### src/hw/timer_pkg.sv
package timer_pkg;

    // sim_clk cycles that make up one timer step
    localparam int PHASE_COUNT = 4;

    // stages in the johnson ring counter
    localparam int RING_WIDTH = 5;

    // time pulses per memory cycle
    localparam int TP_COUNT = 12;

    // bit of T12 in the pulse vector
    localparam int TP_LAST = 11;

    // divider phase inside a step
    // read then write then clear then the step pulse itself
    typedef enum logic [$clog2(PHASE_COUNT)-1:0] {
        PH_RT,
        PH_WT,
        PH_CT,
        PH_STEP
    } phase_e;

    // ring state with bit 0 as P01
    typedef logic [RING_WIDTH-1:0] ring_t;

    // one-hot time pulses with bit 0 as T01
    typedef logic [TP_COUNT-1:0] tpulse_t;

endpackage

### src/hw/phase_if.sv
`timescale 1ns/1ns

// strobes from the phase divider to the later timer stages
// every signal here is a single-cycle pulse
interface phase_if;

    // memory cycle strobes
    logic rt;
    logic wt;
    logic ct;
    // raw odd and even step pulses for the ring counter
    logic ringa;
    logic ringb;
    // step pulses for the time pulse chain
    logic oddset;
    logic evnset;

    // divider side
    modport src (output rt, wt, ct, ringa, ringb, oddset, evnset);

    // consumer side
    modport dst (input rt, wt, ct, ringa, ringb, oddset, evnset);

endinterface

### src/hw/agc_timer.sv
`timescale 1ns/1ns

module agc_timer (
    input  logic               sim_clk,
    input  logic               rst_n,
    input  logic               sby,
    input  logic               alga,
    input  logic               mstrtp,
    input  logic               strt1,
    input  logic               strt2,
    input  logic               goj1,
    input  logic               mstp,
    input  logic               wl15,
    input  logic               wl16,
    output logic               rt,
    output logic               wt,
    output logic               ct,
    output timer_pkg::ring_t   p,
    output logic               fs01,
    output logic               sb0,
    output logic               sb1,
    output logic               sb2,
    output logic               sb4,
    output logic               edset,
    output timer_pkg::tpulse_t tp,
    output logic               stop,
    output logic               gojam,
    output logic               ovf,
    output logic               unf
);

    // divider strobes shared by all stages
    phase_if ph ();

    // four-cycle phase divider
    clock_divider u_clock_divider (
        .sim_clk (sim_clk),
        .rst_n   (rst_n),
        .stop    (stop),
        .ph      (ph.src)
    );

    // johnson ring and strobe decodes
    ring_counter u_ring_counter (
        .sim_clk (sim_clk),
        .rst_n   (rst_n),
        .ph      (ph.dst),
        .p       (p),
        .fs01    (fs01),
        .sb0     (sb0),
        .sb1     (sb1),
        .sb2     (sb2),
        .sb4     (sb4),
        .edset   (edset)
    );

    // T01 to T12 chain
    time_pulse_gen u_time_pulse_gen (
        .sim_clk (sim_clk),
        .rst_n   (rst_n),
        .ph      (ph.dst),
        .gojam   (gojam),
        .tp      (tp)
    );

    // restart and stop sampled at T12
    restart_ctrl u_restart_ctrl (
        .sim_clk (sim_clk),
        .rst_n   (rst_n),
        .ph      (ph.dst),
        .t12     (tp[timer_pkg::TP_LAST]),
        .sby     (sby),
        .alga    (alga),
        .mstrtp  (mstrtp),
        .strt1   (strt1),
        .strt2   (strt2),
        .goj1    (goj1),
        .mstp    (mstp),
        .stop    (stop),
        .gojam   (gojam)
    );

    // word overflow check on the sign bits
    wl_overflow u_wl_overflow (
        .sim_clk (sim_clk),
        .rst_n   (rst_n),
        .ph      (ph.dst),
        .wl15    (wl15),
        .wl16    (wl16),
        .ovf     (ovf),
        .unf     (unf)
    );

    // memory strobes out to the pins
    assign rt = ph.rt;
    assign wt = ph.wt;
    assign ct = ph.ct;

endmodule

### src/hw/clock_divider.sv
`timescale 1ns/1ns

module clock_divider (
    input  logic   sim_clk,
    input  logic   rst_n,
    input  logic   stop,
    phase_if.src   ph
);

    // current phase inside the four-cycle step
    timer_pkg::phase_e phase;
    // high when the next step pulse is an even one
    logic              even_next;

    always_ff @(posedge sim_clk) begin
        if (!rst_n) begin
            phase     <= timer_pkg::PH_RT;
            even_next <= 1'b0;
            ph.rt     <= 1'b0;
            ph.wt     <= 1'b0;
            ph.ct     <= 1'b0;
            ph.ringa  <= 1'b0;
            ph.ringb  <= 1'b0;
        end else begin
            // phase sequencer wraps every PHASE_COUNT cycles
            unique case (phase)
                timer_pkg::PH_RT:   phase <= timer_pkg::PH_WT;
                timer_pkg::PH_WT:   phase <= timer_pkg::PH_CT;
                timer_pkg::PH_CT:   phase <= timer_pkg::PH_STEP;
                timer_pkg::PH_STEP: phase <= timer_pkg::PH_RT;
                default:            phase <= timer_pkg::PH_RT;
            endcase
            // strobes are the registered phase decode
            ph.rt    <= (phase == timer_pkg::PH_RT);
            ph.wt    <= (phase == timer_pkg::PH_WT);
            ph.ct    <= (phase == timer_pkg::PH_CT);
            // step pulse alternates between odd and even
            ph.ringa <= (phase == timer_pkg::PH_STEP) && !even_next;
            ph.ringb <= (phase == timer_pkg::PH_STEP) && even_next;
            if (phase == timer_pkg::PH_STEP) begin
                even_next <= !even_next;
            end
        end
    end

    // odd steps are held back while stopped
    // which parks the pulse chain on T12
    assign ph.oddset = ph.ringa & ~stop;
    // even steps always pass
    assign ph.evnset = ph.ringb;

endmodule

### src/hw/restart_ctrl.sv
`timescale 1ns/1ns

module restart_ctrl (
    input  logic sim_clk,
    input  logic rst_n,
    phase_if.dst ph,
    input  logic t12,
    input  logic sby,
    input  logic alga,
    input  logic mstrtp,
    input  logic strt1,
    input  logic strt2,
    input  logic goj1,
    input  logic mstp,
    output logic stop,
    output logic gojam
);

    // any source asking for a restart
    logic start_req;
    // restart stop flag
    logic stopa;
    // manual stop flag
    logic mstp_q;
    // sample point at the even step of T12
    logic sample;

    assign start_req = sby | alga | mstrtp | strt1 | strt2 | goj1;
    assign sample    = ph.evnset & t12;

    always_ff @(posedge sim_clk) begin
        if (!rst_n) begin
            stopa  <= 1'b0;
            mstp_q <= 1'b0;
        end else if (sample) begin
            // both flags only change at the end of a memory cycle
            stopa  <= start_req;
            mstp_q <= mstp;
        end
    end

    // either flag holds the sequence
    assign stop  = stopa | mstp_q;
    // strt2 jams at once without waiting for T12
    assign gojam = strt2 | stopa;

endmodule

### src/hw/ring_counter.sv
`timescale 1ns/1ns

module ring_counter (
    input  logic            sim_clk,
    input  logic            rst_n,
    phase_if.dst            ph,
    output timer_pkg::ring_t p,
    output logic            fs01,
    output logic            sb0,
    output logic            sb1,
    output logic            sb2,
    output logic            sb4,
    output logic            edset
);

    // any step moves the ring
    logic step;
    // P01 goes from low to high on this step
    logic p01_rise;

    assign step     = ph.ringa | ph.ringb;
    // new P01 is the inverse of P05
    assign p01_rise = step & ~p[0] & ~p[timer_pkg::RING_WIDTH-1];

    always_ff @(posedge sim_clk) begin
        if (!rst_n) begin
            p    <= '0;
            fs01 <= 1'b0;
        end else begin
            if (step) begin
                // shift toward P05 with inverted P05 back into P01
                // ten states starting from all zeros
                p <= {p[timer_pkg::RING_WIDTH-2:0], ~p[timer_pkg::RING_WIDTH-1]};
            end
            // half-rate flag flips once per full ring turn
            if (p01_rise) begin
                fs01 <= ~fs01;
            end
        end
    end

    // strobe decodes straight from the ring state
    assign sb0   = p[1] & ~p[4];
    assign sb1   = p[4] & p[2];
    assign sb2   = p[4] & ~p[1];
    assign sb4   = p[1] & ~p[3];
    // P03 alone among its neighbours
    assign edset = p[2] & ~p[1] & ~p[3];

endmodule

### src/hw/time_pulse_gen.sv
`timescale 1ns/1ns

module time_pulse_gen (
    input  logic               sim_clk,
    input  logic               rst_n,
    phase_if.dst               ph,
    input  logic               gojam,
    output timer_pkg::tpulse_t tp
);

    // current pulse is one of T02 T04 ... T12
    logic on_even;
    // current pulse is one of T01 T03 ... T11
    logic on_odd;
    // step of the matching parity
    logic advance;

    // even pulses sit on the odd bit indices
    assign on_even = tp[1] | tp[3] | tp[5] | tp[7] | tp[9] | tp[timer_pkg::TP_LAST];
    assign on_odd  = tp[0] | tp[2] | tp[4] | tp[6] | tp[8] | tp[10];

    // odd step leaves an even pulse
    // even step leaves an odd pulse
    // a step of the wrong parity is ignored
    assign advance = (ph.oddset & on_even) | (ph.evnset & on_odd);

    always_ff @(posedge sim_clk) begin
        if (!rst_n) begin
            // come out of reset parked on T12
            tp <= timer_pkg::tpulse_t'(1) << timer_pkg::TP_LAST;
        end else if (gojam) begin
            // restart jam wins over any step
            tp <= timer_pkg::tpulse_t'(1) << timer_pkg::TP_LAST;
        end else if (advance) begin
            // next pulse in order and T12 wraps to T01
            tp <= {tp[timer_pkg::TP_LAST-1:0], tp[timer_pkg::TP_LAST]};
        end
    end

endmodule

### src/hw/wl_overflow.sv
`timescale 1ns/1ns

module wl_overflow (
    input  logic sim_clk,
    input  logic rst_n,
    phase_if.dst ph,
    input  logic wl15,
    input  logic wl16,
    output logic ovf,
    output logic unf
);

    // divide ct by two
    logic ct_half;
    // overflow strobe on every second ct
    logic ovf_stb;

    assign ovf_stb = ph.ct & ct_half;

    always_ff @(posedge sim_clk) begin
        if (!rst_n) begin
            ct_half <= 1'b0;
            ovf     <= 1'b0;
            unf     <= 1'b0;
        end else begin
            if (ph.ct) begin
                ct_half <= ~ct_half;
            end
            // sign bits 16 and 15 disagree
            // positive overflow when only bit 15 is set
            ovf <= ovf_stb & wl15 & ~wl16;
            // negative overflow when only bit 16 is set
            unf <= ovf_stb & wl16 & ~wl15;
        end
    end

endmodule

### config.mk
export PLATFORM = sky130hd
export DESIGN_NAME = agc_timer
export DESIGN_NICKNAME = d
export VERILOG_FILES = /design/src/hw/timer_pkg.sv /design/src/hw/phase_if.sv /design/src/hw/agc_timer.sv /design/src/hw/clock_divider.sv /design/src/hw/restart_ctrl.sv /design/src/hw/ring_counter.sv /design/src/hw/time_pulse_gen.sv /design/src/hw/wl_overflow.sv
export SDC_FILE = /design/constraint.sdc
export NUM_CORES = 1
export LEC_CHECK = 0
export BUFFER_PORTS_ARGS = -buffer_cell sky130_fd_sc_hd__buf_4
export CAP_MARGIN = 5
export CORE_MARGIN = 2
export CORE_UTILIZATION = 50
export DETAILED_ROUTE_END_ITERATION = 10
export GPL_TIMING_DRIVEN = 0
export PLACE_DENSITY = 0.81
export SLEW_MARGIN = 20
export SYNTH_ARGS = -nofsm -noshare
export SYNTH_HDL_FRONTEND = slang
export SYNTH_SLANG_ARGS = --single-unit
### constraint.sdc
create_clock -name sim_clk -period 2.9 [get_ports sim_clk]
set_input_delay 0.29 -clock sim_clk [delete_from_list [all_inputs] [get_ports sim_clk]]
set_output_delay 0.29 -clock sim_clk [all_outputs]
set_load 0.005 [all_outputs]
==> reports/results.tsv, run 1 <==
metric	value	unit
netlist_area	1210	um2
routed_wl	2460	um
min_period	1.71	ns
grt_pass1_vias	921	
avgSynthCellArea	9.68	um2
antennaDiodeCount	0	
leakagePower	0.705	nW
yosysUniqueCellTypes	27	
r2r_slack	1.19	ns
finalSetupViolations	0	
vias_per_cell	5.03	
hold_path.class	input pin to register	
cts_resized	0	
slowest_stage	or4_1	
slew_viol_final	0	
cp_cell_sequence	or4_1 > o311ai_2 > nand2_2 > buf_6 > mux2i_1	
grt_use_total	0.194	
ys_seq_area_frac	0.513	
combPwrFrac	0.171	
vias	1011	
yosysWarnings	0	
timing.final.crit_share	0.591	
cts_tree	built	
start_util	0.537	
boundaryPins	41	
required	3.09	ns
holdPathStages	2	
maxCapViolCount	0	
firstDrtPassIters	4	
clk_latency	0.30	ns
power_frac_seq	0.535	
cp.arrival	1.90	ns
place_ws	1.20	ns
clock_skew	0.00309	ns
power.internal	0.699	mW
p_clk_frac	0.294	
rows	17	
postRouteAntennaNets	0	
path_depth	5	
netSwitchingPower	0.235	mW
crit_fanout	10	
wl_per_cell	12.2	um
rsz0062_at_grt	false	
final_nets	187	
die_area	2830	um2
setup_slack	1.19	ns
cts_root_buf	clkbuf_4	
yosysTopAreaCell	dfxtp_1	
clock_path_buffers	2	
antenna_found_initial	0	
fillers	180	
peakVddDrop	453	uV
fp.coreArea	2250	um2
critPathTopFamily	simple AND/OR/NAND/NOR gates	
drc	0	
grt_max_degree	11	
setup_tns	0	ns
cts_buffers	5	
hold_violations	0	
netlist_instances	125	
worstRegToRegCells	5	
cp-start-kind	register	
worstSetupPathType	register to register	
worstMarginPinSlew	0.447	ns
p_per_area	578	nW/um2
finalWeightedCongestion	0.767	
status	completed	
p_sw_frac	0.251	
port-buffer-count	40	
die_h	53.2	um
overflow	0	
dr.first_iter.drc_count	21	
fmax	0.584	GHz
fin_hold_ws	0.144	ns
postCtsSetupBuffers	0	
chipWidth	53.2	um
clk_pin_slew	0.09	ns
cts.sinks	31	
htree_levels	2	
grt_pass1_wl	3960	um
fin_area	1610	um2
slowest_delay	0.55	ns
yosys.area.top_type_share	0.513	
place_area	1550	um2
synth.net_count	140	
area_growth	33.4	%
synthTopCellsByArea	dfxtp_1, mux2i_1, nand2_1, ha_1, a21oi_1	
drive_above_1_share	0.306	
end_kind	register	
dp_hpwl	1850	um
ys_seq_elements	31	
path_buf_inv	1	
cts_hold_buf	0	
relSlewSlack	0.702	
final_util	0.716	
flip-flops by register name, summed over array words and instances (netlist names):
name	flops
u_time_pulse_gen.tp	12
u_ring_counter.p	5
u_clock_divider.phase	2
u_clock_divider.even_next	1
u_clock_divider.ph.ct	1
u_clock_divider.ph.evnset	1
u_clock_divider.ph.ringa	1
u_clock_divider.ph.rt	1
u_clock_divider.ph.wt	1
u_restart_ctrl.mstp_q	1
u_restart_ctrl.stopa	1
u_ring_counter.fs01	1
u_wl_overflow.ct_half	1
u_wl_overflow.ovf	1
u_wl_overflow.unf	1
cells in the mapped netlist:
cell / count
nor3b_1: 3
nor3_1: 3
o21ai_1: 1
and2_1: 5
a21oi_1: 7
nand3_1: 2
mux2i_1: 12
nand2_2: 1
clkbuf_1: 3
buf_6: 1
ha_1: 4
nor4_1: 1
nor2_1: 9
inv_1: 3
or2_1: 2
dfxtp_1: 31
or4_1: 2
xnor2_1: 3
buf_4: 1
and3_1: 1
o31ai_2: 1
inv_2: 1
o311ai_2: 1
nand2_1: 19
nor2b_1: 3
o21ai_0: 4
o311a_1: 1
power groups by stage:
stage	sequential [mW]	combinational (mW)	clock, mW
floorplan	0.504	0.0972	0
global placement	0.506	0.153	0
detailed placement	0.510	0.159	0
CTS	0.500	0.162	0.284
global route	0.506	0.180	0.305
finish	0.500	0.159	0.275
placed cells by master (no fill, tap or decap):
cell type  count
clkbuf_1       4
a21oi_1        7
o21ai_0        4
and3_1         1
clkbuf_8       2
or2_1          2
clkbuf_4       5
buf_6          1
or4_1          2
o311ai_2       1
nand2_2        1
nor3b_1        3
nor3_1         3
o21ai_1        1
inv_2          1
nand3_1        2
o311a_1        1
nor2_1         9
ha_1           4
buf_4         41
xnor2_1        3
o31ai_2        1
inv_1          3
and2_1         5
dfxtp_1       31
nor2b_1        3
nor4_1         1
mux2i_1       12
nand2_1       19
layer usage:
layer | track usage | up-vias | share of wire
li1 | - | 519 | -
met2 | 0.327 | 32 | 0.49
met5 | 0 | - | 0
met4 | 0.0684 | 0 | 0.0098
met3 | 0.0650 | 4 | 0.064
met1 | 0.229 | 456 | 0.44
final cells by class:
type,instances,area [um2],area share
Sequential cell,31,621,0.384
Multi-Input combinational cell,85,544,0.337
Timing Repair Buffer,40,300,0.186
Clock buffer,8,68.8,0.0426
Tap cell,28,35.0,0.0217
Buffer,5,30.0,0.0186
Inverter,4,15.0,0.00930
through the flow:
stage / total power, mW / instances
2_1_floorplan: 0.602 / 125
3_3_place_gp: 0.658 / 193
3_5_place_dp: 0.669 / 193
4_1_cts: 0.946 / 201
5_1_grt: 0.991 / 201
6_report: 0.934 / 201
kinds of logic (layout without fill, tap and decap cells):
family,after synthesis,in the layout,share of synthesized area
simple gates,51,51,0.206
flops,31,31,0.513
compound gates,15,15,0.0817
mux,12,12,0.0993
xor+xnor,3,3,0.0217
fa+ha+maj,4,4,0.0414
buf+inv,9,57,0.0372
path summary, 6_finish.rpt:
path / start / endpoint
max: u_time_pulse_gen.tp[11] / u_time_pulse_gen.tp[11]
min: wl15 / u_wl_overflow.unf
max reg2reg: u_time_pulse_gen.tp[11] / u_time_pulse_gen.tp[11]
min reg2reg: u_restart_ctrl.mstp_q / u_restart_ctrl.mstp_q
(Power assumes the default switching activity.)
==> run 2, diff against run 1 <==
--- a/config.mk
+++ b/config.mk
@@ -5,13 +5,14 @@
 export SDC_FILE = /design/constraint.sdc
 export NUM_CORES = 1
 export LEC_CHECK = 0
+export ABC_AREA = 1
 export BUFFER_PORTS_ARGS = -buffer_cell sky130_fd_sc_hd__buf_4
 export CAP_MARGIN = 5
 export CORE_MARGIN = 2
-export CORE_UTILIZATION = 50
+export CORE_UTILIZATION = 45
 export DETAILED_ROUTE_END_ITERATION = 10
 export GPL_TIMING_DRIVEN = 0
-export PLACE_DENSITY = 0.81
+export PLACE_DENSITY = 0.75
 export SLEW_MARGIN = 20
 export SYNTH_ARGS = -nofsm -noshare
 export SYNTH_HDL_FRONTEND = slang
==> constraint.sdc (replaced) <==
create_clock -name sim_clk -period 1.5 [get_ports sim_clk]
set_input_delay 0.15 -clock sim_clk [delete_from_list [all_inputs] [get_ports sim_clk]]
set_output_delay 0.15 -clock sim_clk [all_outputs]
set_load 0.005 [all_outputs]
==> run 2 against run 1 <==
Against the previous run: clock power grew 150%; clock skew shrank 0.0015 ns; sequential share of layout area shrank 4.1 points; setup slack lost 0.93 ns; global-route usage shrank 2.6 points; critical endpoint is now stop.
==> reports/results.tsv, run 2 <==
metric	value	unit	change
die_h	59.2	um	was 53.2 um
largest_register_ff_count	12		unchanged
post-synth-top-count-cell	dfxtp_1		unchanged
r2r_slack	0.29	ns	was 1.19 ns
cp_cell_sequence	or2_2 > buf_4		was or4_1 > o311ai_2 > nand2_2 > buf_6 > mux2i_1
clock_path_buffers	2		unchanged
rsz0062_at_grt	false		unchanged
rows	20		was 17
hold_path.class	input pin to register		unchanged
p_per_area	1200	nW/um2	was 578 nW/um2
muxShareOfSynthArea	0		was 0.0993
finalWeightedCongestion	0.755		was 0.767
yosys.area.top_type_share	0.453		was 0.513
setup_tns	0	ns	unchanged
port-buffer-count	40		unchanged
slowest_stage	dfxtp_1		was or4_1
yosys.area_share.simple	0.294		was 0.206
holdCritStartpoint	wl15		unchanged
fin_hold_ws	0.0713	ns	was 0.144 ns
end_kind	output port		was register
grt_pass1_wl	4460	um	was 3960 um
area_growth	32.0	%	was 33.4%
min_period	1.25	ns	
chipWidth	59.2	um	was 53.2 um
cts.sinks	31		unchanged
postRouteAntennaNets	0		unchanged
yosysWarnings	0		unchanged
dp_hpwl	1980	um	was 1850 um
r2r_end	u_ring_counter.p[2]		was u_time_pulse_gen.tp[11]
drc	0		unchanged
vias	1212		was 1011
cts_buffers	5		unchanged
synth_top_family_by_area	simple AND/OR/NAND/NOR gates		unchanged
fillers	283		was 180
wl_per_cell	10.4	um	was 12.2 um
peakVddDrop	748	uV	was 453 uV
worstRegToRegCells	4		was 5
ys_seq_elements	31		unchanged
synth_compound_area_frac	0.0922		was 0.0817
cts_resized	0		unchanged
die_area	3500	um2	was 2830 um2
setup_slack	0.254	ns	was 1.19 ns
ys_seq_area_frac	0.453		was 0.513
vias_per_cell	4.70		was 5.03
reg.largest.list	u_time_pulse_gen.tp: 12 flops, u_ring_counter.p: 5 flops, u_clock_divider.phase: 2 flops		unchanged
netlist_area	1370	um2	was 1210 um2
boundaryPins	41		unchanged
htree_levels	2		unchanged
yosysUniqueCellTypes	22		was 27
avgSynthCellArea	7.78	um2	was 9.68 um2
antenna_found_initial	0		unchanged
synth.net_count	191		was 140
clk_pin_slew	0.10	ns	was 0.09 ns
timing.final.crit_share	0.831		
crit_fanout	4		was 10
synth_adder_area_share	0.0365		was 0.0414
finalSetupViolations	0		unchanged
maxCapViolCount	0		unchanged
place_ws	0.320	ns	was 1.20 ns
worstSetupPathType	register to output port		was register to register
routed_wl	2680	um	was 2460 um
clk_latency	0.32	ns	was 0.30 ns
place_area	1710	um2	was 1550 um2
finalPower	2.18	mW	was 0.934 mW
slew_viol_final	0		unchanged
required	1.35	ns	was 3.09 ns
cts_root_buf	clkbuf_4		unchanged
synth_edf_count	0		unchanged
dr.first_iter.drc_count	52		was 21
netlist_instances	176		was 125
most-common-layout-cells	buf_4, dfxtp_1, nor2_1		was buf_4, dfxtp_1, nand2_1
regMostFlops	u_time_pulse_gen.tp		unchanged
grt_use_total	0.168		was 0.194
grt_pass1_vias	1081		was 921
grt_max_degree	11		unchanged
synth_commonest_cells	dfxtp_1, nor2_1, nand2_1, inv_1, a21oi_1		was dfxtp_1, nand2_1, mux2i_1, nor2_1, a21oi_1
antennaDiodeCount	0		unchanged
ys_async_sr_fraction	0		unchanged
final_nets	239		was 187
hold_end	u_wl_overflow.unf		unchanged
hold_violations	0		unchanged
overflow	0		unchanged
firstDrtPassIters	4		unchanged
clock_skew	0.00158	ns	was 0.00309 ns
cp-start-kind	register		unchanged
fmax	0.802	GHz	
slowest_delay	0.35	ns	was 0.55 ns
cp.arrival	1.10	ns	was 1.90 ns
worstMarginPinSlew	0.441	ns	was 0.447 ns
r2r-start	u_clock_divider.ph.evnset		was u_time_pulse_gen.tp[11]
leakagePower	0.984	nW	was 0.705 nW
cts_tree	built		unchanged
start_util	0.460		was 0.537
fin_area	1810	um2	was 1610 um2
synth_xor_area_frac	0.00639		was 0.0217
synthTopCellsByArea	dfxtp_1, nor2_1, nand2_1, inv_1, a21oi_1		was dfxtp_1, mux2i_1, nand2_1, ha_1, a21oi_1
relSlewSlack	0.705		was 0.702
holdPathStages	4		was 2
synth_ff_type	dfxtp_1		unchanged
layout_commonest_cell	buf_4		unchanged
drive_above_1_share	0.302		was 0.306
fp.coreArea	2980	um2	was 2250 um2
status	completed		unchanged
yosysTopAreaCell	dfxtp_1		unchanged
[run 2: cell count changes after synthesis, moves of 5 or more]
cell / before / now
nand2_1: 19 / 27
mux2i_1: 12 / 0
inv_1: 3 / 26
nor2_1: 9 / 30
nand3_1: 2 / 9
a21oi_1: 7 / 16
nand3_2: 0 / 7
and2_1: 5 / 0
[run 2: logic make-up after synthesis]
group,Yosys count
AOI/OAI and AO/OA,24
xor gates and xnor gates,1
DFF,31
adders and majority gates,4
and+or+nand+nor,83
buffers and inverters,33
[run 2: area by class of cell]
| class | instances | area, um2 | share of cell area |
|---|---|---|---|
| Inverter | 26 | 97.6 | 0.0540 |
| Tap cell | 33 | 41.3 | 0.0228 |
| Sequential cell | 31 | 621 | 0.343 |
| Clock buffer | 6 | 51.3 | 0.0284 |
| Multi-Input combinational cell | 112 | 588 | 0.325 |
| Clock inverter | 2 | 35.0 | 0.0194 |
| Buffer | 7 | 63.8 | 0.0353 |
| Timing Repair Buffer | 41 | 310 | 0.172 |
[run 2: where the power goes]
group          total (mW)  leakage (nW)  internal [mW]  switching, mW
sequential           1.00         0.251          0.929         0.0752
clock               0.680        0.0482          0.394          0.286
combinational       0.493         0.685          0.253          0.240
total                2.18         0.984           1.58          0.601
[run 2: worst max-delay path by stage]
| stage | slack [ns] | startpoint | end | cells after the start |
|---|---|---|---|---|
| after global routing | 0.17 | u_clock_divider.ph.evnset | u_ring_counter.fs01 | 5 |
| after global placement | 0.33 | u_clock_divider.ph.evnset | u_ring_counter.fs01 | 5 |
| after detailed placement | 0.32 | u_clock_divider.ph.evnset | u_ring_counter.p[2] | 4 |
| final | 0.25 | u_restart_ctrl.stopa | stop | 2 |
| after CTS | 0.24 | u_restart_ctrl.stopa | stop | 2 |
| after floorplan | 0.44 | u_restart_ctrl.stopa | u_time_pulse_gen.tp[0] | 5 |
[run 2: routing by layer]
layer,track usage,wire [um],up-vias,part of all wire
met5,0,0,-,0
met2,0.290,1350,31,0.50
li1,-,-,647,-
met4,0.0682,37,0,0.014
met1,0.194,1140,529,0.43
met3,0.0480,150,5,0.056
[run 2: critical path, delay by kind of cell (launching register included)]
kind	cells	cell delay, ns
and+or+nand+nor	1	0.29
DFF	1	0.35
buffers and inverters	1	0.14
[run 2: timing repair]
| item | in CTS | in global routing |
|---|---|---|
| buffers inserted | 0 | 0 |
| hold buffers | 1 | 0 |
| hold endpoints to repair | 1 | 0 |
[run 2: per-stage QoR]
step | cells | util
2_1_floorplan | 176 | -
3_3_place_gp | 249 | 0.575
3_5_place_dp | 249 | 0.575
4_1_cts | 258 | 0.607
5_1_grt | 258 | 0.607
6_report | 258 | 0.607
==> run 3, diff against run 2 <==
==> constraint.sdc (replaced) <==
create_clock -name sim_clk -period 1.1 [get_ports sim_clk]
set_input_delay 0.11 -clock sim_clk [delete_from_list [all_inputs] [get_ports sim_clk]]
set_output_delay 0.11 -clock sim_clk [all_outputs]
set_load 0.005 [all_outputs]
==> run 3 against run 2 <==
Against the previous run: the flow now finishes with violations (setup timing); sequential share of layout area decreased by 3.2 points; cell area increased by 16%; critical path type is now register to register; combinational power increased by 68%; global-route usage increased by 0.78 points; largest cell class is now multi-input combinational cells.
==> reports/results.tsv, run 3 (synthesized netlist as in run 2, its figures left out) <==
metric	value	unit	change
dr.first_iter.drc_count	44		was 52
timing.final.crit_share	1.09		
p_sw_frac	0.289		was 0.276
fmax	0.835	GHz	
hold_violations	0		unchanged
wl_per_cell	12.4	um	was 10.4 um
postRouteAntennaNets	0		unchanged
cp.arrival	1.43	ns	was 1.10 ns
vias_per_cell	4.94		was 4.70
peakVddDrop	1080	uV	was 748 uV
antennaDiodeCount	0		unchanged
boundaryPins	41		unchanged
largest_register_ff_count	12		unchanged
clock_path_buffers	2		unchanged
grt_pass1_wl	4660	um	was 4460 um
grt_use_total	0.176		was 0.168
finalWeightedCongestion	0.755		unchanged
finalPower	3.16	mW	was 2.18 mW
worstMarginPinSlew	0.372	ns	was 0.441 ns
antenna_found_initial	0		unchanged
power_frac_seq	0.443		was 0.461
overflow	0		unchanged
clk_pin_slew	0.10	ns	about the same
finalSetupViolations	15		was 0
cp-start-kind	register		unchanged
routed_wl	3300	um	was 2680 um
final_util	0.707		was 0.607
leakagePower	1.11	nW	was 0.984 nW
place_ws	-0.0802	ns	was 0.320 ns
cts_buffers	5		unchanged
place_inst	249		unchanged
r2r_slack	-0.1	ns	was 0.29 ns
r2r_end	u_time_pulse_gen.tp[9]		was u_ring_counter.p[2]
dp_hpwl	1980	um	unchanged
relSlewSlack	0.752		was 0.705
regMostFlops	u_time_pulse_gen.tp		unchanged
min_period	1.20	ns	
crit_fanout	5		was 4
reg.largest.list	u_time_pulse_gen.tp: 12 flops, u_ring_counter.p: 5 flops, u_clock_divider.phase: 2 flops		unchanged
slew_viol_final	0		unchanged
cts.sinks	31		unchanged
drive_above_1_share	0.509		was 0.302
drc	0		unchanged
r2r-start	u_time_pulse_gen.tp[11]		was u_clock_divider.ph.evnset
die_area	3500	um2	unchanged
rsz0062_at_grt	true		was false
hold_end	u_wl_overflow.unf		unchanged
maxCapViolCount	0		unchanged
port-buffer-count	40		unchanged
setup_slack	-0.0981	ns	was 0.254 ns
fin_hold_ws	0.0328	ns	was 0.0713 ns
area_growth	53.6	%	was 32.0%
status	complete, but fails checks		was completed
violations	setup timing		
final_cells	265		was 258
holdCritStartpoint	wl15		unchanged
grt_max_degree	11		unchanged
holdPathStages	4		unchanged
htree_levels	2		unchanged
chipWidth	59.2	um	unchanged
clk_latency	0.32	ns	about the same
p_clk_frac	0.296		was 0.312
rows	20		unchanged
power.internal	2.25	mW	was 1.58 mW
hold_path.class	input pin to register		unchanged
clock_skew	0.00451	ns	was 0.00158 ns
cts_tree	built		unchanged
layout_commonest_cell	buf_4		unchanged
die_h	59.2	um	unchanged
cts_root_buf	clkbuf_4		unchanged
firstDrtPassIters	4		unchanged
p_per_area	1500	nW/um2	was 1200 nW/um2
start_util	0.460		unchanged
most-common-layout-cells	buf_4, nand2_1, inv_1		was buf_4, dfxtp_1, nor2_1
final_nets	246		was 239
end_kind	register		was output port
fp.coreArea	2980	um2	unchanged
fin_area	2100	um2	was 1810 um2
place_area	1710	um2	unchanged
worstRegToRegCells	7		was 4
worstSetupPathType	register to register		was register to output port
setup_tns	-1.10	ns	was 0 ns
vias	1308		was 1212
required	1.33	ns	was 1.35 ns
combPwrFrac	0.261		was 0.226
grt_pass1_vias	1130		was 1081
netSwitchingPower	0.913	mW	was 0.601 mW
## run 3: timing repair
item | 4_1_cts | 5_1_grt
resized for setup | 26 | 45
setup buffers | 3 | 1
setup endpoints to repair | 22 | 20
gates cloned | 1 | 2
hold buffers | 1 | 0
pin swaps | 9 | 19
endpoints found under the hold margin | 1 | 0
## run 3: worst max-delay path, cell delays in order, from the launching register on
cell and delay (ns):
dfxtp_2 0.37, nor2_2 0.16, nand3_2 0.12, nand2_4 0.13
clkbuf_16 0.17, nand3_2 0.06, nand2_1 0.05, nor2_1 0.04
## run 3: layout make-up
| cell class | instances | area [um2] |
|---|---|---|
| plain buffers | 7 | 78.8 |
| flip-flops and latches | 31 | 654 |
| fillers | 241 | 873 |
| multi-input cells | 112 | 718 |
| repair buffers | 48 | 420 |
| clock inverters | 2 | 35.0 |
| inverters | 26 | 105 |
| clock buffers | 6 | 51.3 |
| well taps | 33 | 41.3 |
## run 3: power groups by stage
| stage | clock [mW] | sequential, mW | combinational, mW |
|---|---|---|---|
| 6_report | 0.935 | 1.40 | 0.827 |
| 5_1_grt | 1.00 | 1.42 | 0.927 |
| 4_1_cts | 0.951 | 1.38 | 0.723 |
| 3_5_place_dp | 0 | 1.40 | 0.676 |
| 3_3_place_gp | 0 | 1.39 | 0.658 |
| 2_1_floorplan | 0 | 1.39 | 0.414 |
## run 3: worst max-delay path by stage
| stage | from | end | depth (start not counted) |
|---|---|---|---|
| 6_report | u_time_pulse_gen.tp[11] | u_time_pulse_gen.tp[9] | 7 |
| 5_1_grt | u_time_pulse_gen.tp[11] | u_time_pulse_gen.tp[8] | 7 |
| 4_1_cts | u_restart_ctrl.stopa | gojam | 2 |
| 3_5_place_dp | u_clock_divider.ph.evnset | u_ring_counter.p[2] | 4 |
| 3_3_place_gp | u_clock_divider.ph.evnset | u_ring_counter.fs01 | 5 |
| 2_1_floorplan | u_restart_ctrl.stopa | u_time_pulse_gen.tp[0] | 5 |
## run 3: per-layer routing
layer / track usage / part of all wire
met3: 0.0480 / 0.043
met1: 0.198 / 0.40
met2: 0.313 / 0.55
met5: 0 / 0
met4: 0.0682 / 0.0085
